## config.mk

```make
export PLATFORM = sky130hd
export DESIGN_NAME = kmcDatapath
export DESIGN_NICKNAME = d
export VERILOG_FILES = /design/src/verilog/kmcMicroPkg.sv /design/src/verilog/kmcDataPkg.sv /design/src/verilog/kmcSequencer.sv /design/src/verilog/kmcDataMux.sv /design/src/verilog/kmcAlu.sv /design/src/verilog/kmcDestRegs.sv /design/src/verilog/kmcDatapath.sv
export SDC_FILE = /design/constraint.sdc
export NUM_CORES = 1
export LEC_CHECK = 0
export BUFFER_PORTS_ARGS = -buffer_cell sky130_fd_sc_hd__buf_4
export CAP_MARGIN = 0
export CORE_MARGIN = 2
export CORE_UTILIZATION = 50
export CTS_BUF_LIST = sky130_fd_sc_hd__clkbuf_8
export DETAILED_ROUTE_END_ITERATION = 7
export PLACE_DENSITY_LB_ADDON = 0.08
export SYNTH_ARGS = -nofsm -noshare
export SYNTH_HDL_FRONTEND = slang
export SYNTH_SLANG_ARGS = --single-unit
```

## constraint.sdc

```tcl
create_clock -name clk -period 5.45 [get_ports clk]
set_input_delay 0 -clock clk [delete_from_list [all_inputs] [get_ports clk]]
set_output_delay 0 -clock clk [all_outputs]
set_load 0.02 [all_outputs]
```

## src/verilog/kmcMicroPkg.sv

```systemverilog
////////////////////////////////////////
// KMC microword format
// Field types, field positions and the source,
// destination and ALU function codes
////////////////////////////////////////

`default_nettype none

package kmcMicroPkg;

   // Whole microword
   typedef logic [15:0] microWord;

   // Field types
   typedef logic [2:0] srcSel;
   typedef logic [2:0] dstSel;
   typedef logic [3:0] aluFun;

   // Field positions
   // Bits 9 and 8 are reserved
   localparam int srcMsb    = 15;
   localparam int srcLsb    = 13;
   localparam int dstMsb    = 12;
   localparam int dstLsb    = 10;
   localparam int funMsb    = 7;
   localparam int funLsb    = 4;
   localparam int spAddrMsb = 3;
   localparam int spAddrLsb = 0;
   // Immediate byte overlays FUN and SPADDR
   localparam int immMsb    = 7;
   localparam int immLsb    = 0;

   ////////////////////////////////////////
   // Source codes
   // Bit 14 clear means the ALU passes B
   localparam srcSel movImmed = 3'd0;
   localparam srcSel movIbus  = 3'd1;
   localparam srcSel movMem   = 3'd2;
   localparam srcSel movBrg   = 3'd3;
   localparam srcSel jmpImmed = 3'd4;
   localparam srcSel movIbuss = 3'd5;
   localparam srcSel jmpCond  = 3'd6;
   localparam srcSel nop      = 3'd7;

   ////////////////////////////////////////
   // Destination codes
   localparam dstSel dstNone  = 3'd0;
   localparam dstSel dstObus  = 3'd1;
   localparam dstSel dstObuss = 3'd2;
   localparam dstSel dstSp    = 3'd4;
   localparam dstSel dstSpBrg = 3'd5;
   localparam dstSel dstBrg   = 3'd6;

   ////////////////////////////////////////
   // ALU function codes, A from scratch pad, B from the data mux
   localparam aluFun funAdd    = 4'd0;   // A + B
   localparam aluFun funAddC   = 4'd1;   // A + B + C
   localparam aluFun funSubC   = 4'd2;   // A - B - C
   localparam aluFun funIncA   = 4'd3;   // A + 1
   localparam aluFun funAPlusC = 4'd4;   // A + C
   localparam aluFun funTwoA   = 4'd5;   // A + A
   localparam aluFun funTwoAC  = 4'd6;   // A + A + C
   localparam aluFun funDecA   = 4'd7;   // A - 1
   localparam aluFun funSelA   = 4'd8;   // A
   localparam aluFun funSelB   = 4'd9;   // B
   localparam aluFun funAOrNB  = 4'd10;  // A | ~B
   localparam aluFun funAAndB  = 4'd11;  // A & B
   localparam aluFun funAOrB   = 4'd12;  // A | B
   localparam aluFun funAXorB  = 4'd13;  // A ^ B
   localparam aluFun funSub    = 4'd14;  // A - B
   localparam aluFun funSubOC  = 4'd15;  // A - B - 1

   // Move instructions, the only ones that write
   function automatic logic isMove(srcSel src);
      return (src == movImmed) || (src == movIbus) || (src == movMem) ||
             (src == movBrg)   || (src == movIbuss);
   endfunction

endpackage

`default_nettype wire

```

## src/verilog/kmcDataPkg.sv

```systemverilog
////////////////////////////////////////
// KMC data path types
// Byte and scratch pad address types, sequencer states
////////////////////////////////////////

`default_nettype none

package kmcDataPkg;

   // Every data port carries one byte
   typedef logic [7:0] dataByte;

   // Sixteen scratch pad locations
   typedef logic [3:0] spIndex;

   // Two-phase microinstruction sequencer
   typedef enum logic [1:0]
   {
      seqIdle,
      seqRead,
      seqExec
   } seqState;

endpackage

`default_nettype wire

```

## src/verilog/kmcSequencer.sv

```systemverilog
////////////////////////////////////////
// KMC microinstruction sequencer
// Spreads each step over a read and an execute phase
////////////////////////////////////////

`default_nettype none

module kmcSequencer
(
   input  logic clk,
   input  logic rst,
   input  logic step,
   output logic spClkEn,
   output logic aluClkEn,
   output logic writeEn,
   output logic done
);
   import kmcDataPkg::*;

   seqState state;
   seqState nextState;
   logic    execPhase;

   // Next state
   // Step only counts in idle
   always_comb
   begin
      case (state)
         seqIdle:
            nextState = step ? seqRead : seqIdle;
         seqRead:
            nextState = seqExec;
         seqExec:
            nextState = seqIdle;
         default:
            nextState = seqIdle;
      endcase
   end

   // State register and done pulse
   always_ff @(posedge clk)
   begin
      if (rst)
      begin
         state <= seqIdle;
         done  <= 1'b0;
      end
      else
      begin
         state <= nextState;
         // Results land at the end of exec
         done  <= execPhase;
      end
   end

   // All enables open for the execute cycle only
   assign execPhase = (state == seqExec);
   assign spClkEn   = execPhase;
   assign aluClkEn  = execPhase;
   assign writeEn   = execPhase;

endmodule

`default_nettype wire

```

## src/verilog/kmcDataMux.sv

```systemverilog
////////////////////////////////////////
// KMC data mux
// Picks the ALU B operand from the source field
////////////////////////////////////////

`default_nettype none

module kmcDataMux
(
   input  kmcMicroPkg::microWord cram,
   input  kmcDataPkg::dataByte   ibus,
   input  kmcDataPkg::dataByte   ibuss,
   input  kmcDataPkg::dataByte   memData,
   input  kmcDataPkg::dataByte   brg,
   output kmcDataPkg::dataByte   dmux
);
   import kmcMicroPkg::*;

   srcSel src;

   // Source field decode
   assign src = cram[srcMsb:srcLsb];

   always_comb
   begin
      case (src)
         // Immediate byte for both move and jump
         movImmed,
         jmpImmed:
            dmux = cram[immMsb:immLsb];
         movIbus:
            dmux = ibus;
         movIbuss:
            dmux = ibuss;
         movMem:
            dmux = memData;
         movBrg:
            dmux = brg;
         // Conditional jump and nop feed nothing
         default:
            dmux = '0;
      endcase
   end

endmodule

`default_nettype wire

```

## src/verilog/kmcAlu.sv

```systemverilog
////////////////////////////////////////
// KMC arithmetic unit
// Sixteen-byte scratch pad, function decode,
// 8-bit ALU, carry and all-ones flags
////////////////////////////////////////

`default_nettype none

module kmcAlu
(
   input  logic                  clk,
   input  logic                  rst,
   input  logic                  init,
   input  logic                  spClkEn,
   input  logic                  aluClkEn,
   input  kmcMicroPkg::microWord cram,
   input  kmcDataPkg::dataByte   dmux,
   output kmcDataPkg::dataByte   aluResult,
   output logic                  aluC,
   output logic                  aluOnes
);
   import kmcMicroPkg::*;
   import kmcDataPkg::*;

   srcSel      src;
   dstSel      dst;
   aluFun      fun;
   logic       srcMove;
   logic       dstSpad;
   logic       dstOut;
   logic       spWrite;
   logic       srcCarry;
   logic       funCarry;
   logic       passB;
   spIndex     spAddr;
   spIndex     rdAddr;
   dataByte    spad [0:15];
   dataByte    aluA;
   dataByte    aluB;
   logic [8:0] wide;

   ////////////////////////////////////////
   // Microword decode

   assign src = cram[srcMsb:srcLsb];
   assign dst = cram[dstMsb:dstLsb];
   assign fun = cram[funMsb:funLsb];

   assign srcMove = isMove(src);
   assign dstSpad = (dst == dstSp) || (dst == dstSpBrg);
   assign dstOut  = (dst == dstObus) || (dst == dstObuss);
   assign spWrite = srcMove && dstSpad;

   // Only memory and brg sources touch the carry
   assign srcCarry = (src == movMem) || (src == movBrg);

   // Arithmetic functions, logic and selects excluded
   assign funCarry = !(fun inside {funSelA, funSelB, funAOrNB,
                                   funAAndB, funAOrB, funAXorB});

   // Sources that bypass the function table
   assign passB = (src == movImmed) || (src == jmpImmed) ||
                  (src == movIbus)  || (src == movIbuss);

   ////////////////////////////////////////
   // Scratch pad

   // Output bus moves always use location 0
   assign spAddr = dstOut ? spIndex'(0) : cram[spAddrMsb:spAddrLsb];

   always_ff @(posedge clk)
   begin
      if (rst)
      begin
         for (int i = 0; i < 16; i++)
            spad[i] <= '0;
         rdAddr <= '0;
      end
      else
      begin
         if (spWrite && spClkEn)
            spad[spAddr] <= aluResult;
         // Read address lags one cycle
         rdAddr <= spAddr;
      end
   end

   // Operands
   assign aluA = spad[rdAddr];
   assign aluB = dmux;

   ////////////////////////////////////////
   // Function table
   // Bit 8 is carry out for sums, borrow for differences

   always_comb
   begin
      wide = {1'b0, aluB};
      if (!passB)
      begin
         case (fun)
            funAdd:    wide = {1'b0, aluA} + {1'b0, aluB};
            funAddC:   wide = {1'b0, aluA} + {1'b0, aluB} + {8'd0, aluC};
            funSubC:   wide = {1'b0, aluA} - {1'b0, aluB} - {8'd0, aluC};
            funIncA:   wide = {1'b0, aluA} + 9'd1;
            funAPlusC: wide = {1'b0, aluA} + {8'd0, aluC};
            funTwoA:   wide = {1'b0, aluA} + {1'b0, aluA};
            funTwoAC:  wide = {1'b0, aluA} + {1'b0, aluA} + {8'd0, aluC};
            funDecA:   wide = {1'b0, aluA} - 9'd1;
            // Carry 0 from here to funAXorB
            funSelA:   wide = {1'b0, aluA};
            funSelB:   wide = {1'b0, aluB};
            funAOrNB:  wide = {1'b0, aluA | ~aluB};
            funAAndB:  wide = {1'b0, aluA & aluB};
            funAOrB:   wide = {1'b0, aluA | aluB};
            funAXorB:  wide = {1'b0, aluA ^ aluB};
            funSub:    wide = {1'b0, aluA} - {1'b0, aluB};
            funSubOC:  wide = {1'b0, aluA} - {1'b0, aluB} - 9'd1;
            default:   wide = {1'b0, aluB};
         endcase
      end
   end

   assign aluResult = wide[7:0];

   ////////////////////////////////////////
   // Flags

   // Carry
   always_ff @(posedge clk)
   begin
      if (rst || init)
         aluC <= 1'b0;
      else if (srcCarry && funCarry && aluClkEn)
         aluC <= wide[8];
   end

   // All ones, on every move
   always_ff @(posedge clk)
   begin
      if (rst || init)
         aluOnes <= 1'b0;
      else if (srcMove && aluClkEn)
         aluOnes <= (aluResult == 8'hFF);
   end

endmodule

`default_nettype wire

```

## src/verilog/kmcDestRegs.sv

```systemverilog
////////////////////////////////////////
// KMC destination registers
// Branch register, output bus register and strobes
////////////////////////////////////////

`default_nettype none

module kmcDestRegs
(
   input  logic                  clk,
   input  logic                  rst,
   input  logic                  writeEn,
   input  kmcMicroPkg::microWord cram,
   input  kmcDataPkg::dataByte   aluResult,
   output kmcDataPkg::dataByte   brg,
   output kmcDataPkg::dataByte   obus,
   output logic                  obusWr,
   output logic                  obussWr
);
   import kmcMicroPkg::*;

   srcSel src;
   dstSel dst;
   logic  doWrite;
   logic  loadBrg;
   logic  loadObus;

   // Decode
   assign src = cram[srcMsb:srcLsb];
   assign dst = cram[dstMsb:dstLsb];

   // Writes only on moves in the execute phase
   assign doWrite  = isMove(src) && writeEn;
   assign loadBrg  = doWrite && ((dst == dstBrg) || (dst == dstSpBrg));
   assign loadObus = doWrite && ((dst == dstObus) || (dst == dstObuss));

   always_ff @(posedge clk)
   begin
      if (rst)
      begin
         brg     <= '0;
         obus    <= '0;
         obusWr  <= 1'b0;
         obussWr <= 1'b0;
      end
      else
      begin
         if (loadBrg)
            brg <= aluResult;
         if (loadObus)
            obus <= aluResult;
         // Strobes line up with done
         obusWr  <= doWrite && (dst == dstObus);
         obussWr <= doWrite && (dst == dstObuss);
      end
   end

endmodule

`default_nettype wire

```

## src/verilog/kmcDatapath.sv

```systemverilog
////////////////////////////////////////
// KMC data path top
// Sequencer, data mux, ALU and destination registers
////////////////////////////////////////

`default_nettype none

module kmcDatapath
(
   input  logic                  clk,
   input  logic                  rst,
   input  kmcMicroPkg::microWord cram,
   input  logic                  step,
   input  logic                  init,
   input  kmcDataPkg::dataByte   ibus,
   input  kmcDataPkg::dataByte   ibuss,
   input  kmcDataPkg::dataByte   memData,
   output kmcDataPkg::dataByte   obus,
   output logic                  obusWr,
   output logic                  obussWr,
   output kmcDataPkg::dataByte   brg,
   output logic                  aluC,
   output logic                  aluOnes,
   output logic                  done
);
   import kmcDataPkg::*;

   // Phase enables
   logic    spClkEn;
   logic    aluClkEn;
   logic    writeEn;

   // Data
   dataByte dmux;
   dataByte aluResult;

   kmcSequencer i_seq
   (
      .clk      (clk),
      .rst      (rst),
      .step     (step),
      .spClkEn  (spClkEn),
      .aluClkEn (aluClkEn),
      .writeEn  (writeEn),
      .done     (done)
   );

   kmcDataMux i_mux
   (
      .cram    (cram),
      .ibus    (ibus),
      .ibuss   (ibuss),
      .memData (memData),
      .brg     (brg),
      .dmux    (dmux)
   );

   kmcAlu i_alu
   (
      .clk       (clk),
      .rst       (rst),
      .init      (init),
      .spClkEn   (spClkEn),
      .aluClkEn  (aluClkEn),
      .cram      (cram),
      .dmux      (dmux),
      .aluResult (aluResult),
      .aluC      (aluC),
      .aluOnes   (aluOnes)
   );

   kmcDestRegs i_dest
   (
      .clk       (clk),
      .rst       (rst),
      .writeEn   (writeEn),
      .cram      (cram),
      .aluResult (aluResult),
      .brg       (brg),
      .obus      (obus),
      .obusWr    (obusWr),
      .obussWr   (obussWr)
   );

endmodule

`default_nettype wire

```

==> flow_metrics.py <==
metrics = {
    "drt": {
        "vias_per_cell": 6.121,
        "wirelength_mm": 28.15,
        "wl_per_cell_microns": 22.34,
        "drtAntennaViolNets": 0,
        "first_pass_iters": 8,
        "drcViolationCount": 0,
        "num_vias": 7713,
        "drt_first_iter_violations": 774,
    },
    "power_and_ir_drop": {
        "p_leak_nw": 3.966,
        "power.density_mw_per_mm2": 272.7,
        "swShare_pct": 33.06,
        "switchingPower_mw": 0.9755,
        "clkPwrFrac_pct": 28.1,
        "pwr-share-comb_pct": 26.9,
        "seqPwrFrac_pct": 45.0,
        "internal-power_mw": 1.975,
        "peakVddDrop_mv": 0.2821,
    },
    "final_layout": {
        "fillCellCount": 1671,
        "seq_area_sq_mm": 0.004385,
        "syn_to_final_growth_pct": 12.22,
        "drive_above_1_share_pct": 18.90,
        "n_antenna_cell": 0,
        "nNetsFinal": 1063,
        "multi_input_area_sq_mm": 0.004861,
    },
    "clock_tree": {
        "tritoncts": "yes",
        "clkTransAtPathRegs_ps": 80,
        "cts_setup_buffers": 0,
        "clk_path_buf_depth": 2,
        "clock_sinks": 155,
        "clock_latency_ps": 450,
        "cts_htree_levels": 4,
        "clk_root_buffer_cell": "clkbuf_8",
        "cts_inserted_buffers": 17,
    },
    "worst_hold_path": {
        "hp-class": "in -> reg",
        "hold_depth": 3,
        "whs_endpoint": "i_alu.aluC$_SDFFE_PP0P_",
        "min_from": "cram[15]",
    },
    "worst_setup_path": {
        "startpoint_type": "register",
        "critical_path_class": "reg -> reg",
        "endpoint_kind": "register",
        "r2r-end": "i_alu.aluOnes$_SDFFE_PP0P_",
        "crit_required_ps": 5810,
        "arrival_ps": 5480,
        "crit_fanout": 28,
        "ff2ff_path_depth": 15,
        "ff2ff_setup_slack_ps": 330,
    },
    "grt": {
        "grt_start_max_net_pins": 40,
        "grt.total_usage_pct": 28.58,
        "grt_remaining_overflow": 0,
        "antenna_found_initial": 0,
        "first_global_vias": 7267,
        "grt_pass1_wl_mm": 43.32,
    },
    "sta": {
        "finalWorstSetupSlack_ps": 330.4,
        "hold_violations": 0,
        "worst_slew_pin_slew_ps": 1026,
        "grt_setup_unrepaired": "no",
        "fmax_mhz": 195.3,
        "relSlewSlack_pct": 30.95,
        "tns_ps": 0,
        "setup_violations": 0,
        "clock_skew_ps": 20.51,
        "period_minus_slack_ps": 5120,
        "post-route-period-util_pct": 93.94,
        "drv_slew": 0,
    },
    "status": {
        "outcome": "finished clean",
    },
    "yosys": {
        "ys_seq_elements": 155,
        "synthDistinctLibCells": 84,
        "syn_nets": 1004,
        "ys_async_sr_fraction_pct": 0,
        "synth-edff-count": 128,
        "synth_area_sq_mm": 0.009642,
        "yosysSeqAreaShare_pct": 45.47,
        "ys.flop_type": "edfxtp_1",
        "yosysWarningCount": 0,
        "syn_inst": 929,
        "syn_area_per_cell_sq_um": 10.38,
    },
    "die": {
        "dieWidth_microns": 142.9,
        "die-area_sq_mm": 0.02041,
        "io_pins": 65,
        "fp.dieH_microns": 142.9,
        "initial_core_util_pct": 51.20,
        "rows": 50,
        "core_sq_mm": 0.01883,
    },
    "placement": {
        "pre_cts_slack_ps": 359.8,
        "numPortBuffers": 62,
        "hpwl_mm": 20.10,
        "gp_congestion": 0.9450,
    },
    "run": {
        "maxCapViolCount": 0,
    },
}
## per-stage QoR
| stage | total power, mW | instance area [sq um] | hold WS (ps) | utilization, % | cells |
|---|---|---|---|---|---|
| finish | 2.950 | 10820 | 57.70 | 57.46 | 1260 |
| global route | 3.072 | 10820 | 62.14 | 57.46 | 1260 |
| CTS | 2.948 | 10820 | 41.06 | 57.46 | 1260 |
| detailed placement | 2.123 | 10340 | 235.4 | 54.92 | 1218 |
| global placement | 2.122 | 10340 | 230.5 | 54.92 | 1218 |
| floorplan | 1.883 | 9642 | 77.07 | - | 929 |
## worst max-delay path: stages (launching register included)
cell and delay, ps:
dfxtp_1 360, buf_12 240, mux4_2 620, mux2_2 300, mux2i_2 310, inv_2 130, ha_1 530, inv_1 160
o311a_1 190, or3_1 420, a31oi_1 290, o21ai_0 180, xnor2_1 150, o211ai_1 400, nand2_2 420, o31ai_4 330
## synthesized netlist by cell type (all sizes together), types with 7 or more instances
cell type	number	area share, %
edfxtp	128	40
o21ai	31	1.6
ha	28	3.6
a21oi	47	2.5
nor2	180	7.0
nor3	15	0.78
and2	9	0.58
nor2b	14	0.91
xor2	9	0.82
a211oi	13	1.0
a21o	8	0.62
a31oi	7	0.45
xnor2	13	1.2
dfxtp	27	5.6
o21a	7	0.55
mux4	34	7.9
mux2i	11	1.2
nand2b	32	2.1
clkbuf	25	0.97
inv	30	1.2
o22ai	10	0.65
nand3	23	1.2
mux2	14	1.6
nand2	55	2.2
buf	30	2.2
o211ai	10	0.78
a22oi	10	0.78
## cells by family (layout without fill, tap and decap cells)
logic type | count (synthesis) | after routing | share of synthesized area, %
buffers and inverters | 86 | 157 | 4.334
AND/OR/NAND/NOR | 374 | 374 | 18.19
adder cells (fa/ha/maj) | 31 | 31 | 4.256
flip-flops | 155 | 155 | 45.47
XOR/XNOR | 22 | 22 | 1.998
multiplexers | 59 | 59 | 10.76
AO/OA/AOI/OAI | 202 | 202 | 14.99
## metal layers
metal / vias up / wire length, microns / part of all wire, % / GRT usage, %
met3: 41 / 2598 / 9.2 / 6.539
met2: 354 / 12160 / 43 / 40.28
li1: 3575 / - / - / -
met4: 0 / 618 / 2.2 / 8.338
met5: - / 0 / 0 / 0
met1: 3743 / 12780 / 45 / 44.02
## registers in the layout, indices dropped and copies added (netlist names), named ones only
name and count:
i_alu.spad 128, i_dest.brg 8, i_dest.obus 8, i_seq.state 2, i_alu.aluC 1, i_alu.aluOnes 1
i_dest.obusWr 1, i_dest.obussWr 1, i_seq.done 1
## cell type report
cell class              count  area share, %
well taps                 260          3.006
repair buffers             95          7.077
inverters                  31          1.075
multi-input cells         688          44.92
clock inverters            14          1.226
flip-flops and latches    155          40.53
clock buffers              17          2.162
## power by group through the flow
stage	registers (mW)	logic, mW	clock network [mW]
after floorplan	1.35	0.537	0
after global placement	1.35	0.769	0
after detailed placement	1.35	0.769	0
after CTS	1.33	0.780	0.841
after global routing	1.33	0.858	0.883
final	1.33	0.794	0.830
## worst max path at each step
stage / start / endpoint / slack, ps / cells past startpoint
2_1_floorplan: register / i_alu.spad[11][7]$_SDFFCE_PN0P_ / 930 / 15
3_3_place_gp: register / i_alu.aluOnes$_SDFFE_PP0P_ / 400 / 15
3_5_place_dp: register / i_alu.aluOnes$_SDFFE_PP0P_ / 360 / 16
4_1_cts: register / i_alu.aluOnes$_SDFFE_PP0P_ / 300 / 16
5_1_grt: register / i_alu.aluOnes$_SDFFE_PP0P_ / 150 / 15
6_report: register / i_alu.aluOnes$_SDFFE_PP0P_ / 330 / 15
## cells in the final DEF (no fill, tap or decap), drive strengths merged, types with 10 or more instances in the layout
cell type and instances:
nor2 180, edfxtp 128, buf 84, nand2 55
a21oi 47, inv 37, mux4 34, nand2b 32
o21ai 31, ha 28, dfxtp 27, nand3 23
clkbuf 17, nor3 15, nor2b 14, mux2 14
a211oi 13, xnor2 13, dlygate4sd3 11, mux2i 11
a22oi 10, o211ai 10, o22ai 10
## what timing repair did
item / CTS / global route
hold buffers: 11 / 0
endpoints found under the setup margin: 0 / 15
hold endpoints to repair: 18 / 0
resized for setup: 0 / 1
Power figures use the tool's default switching activity.
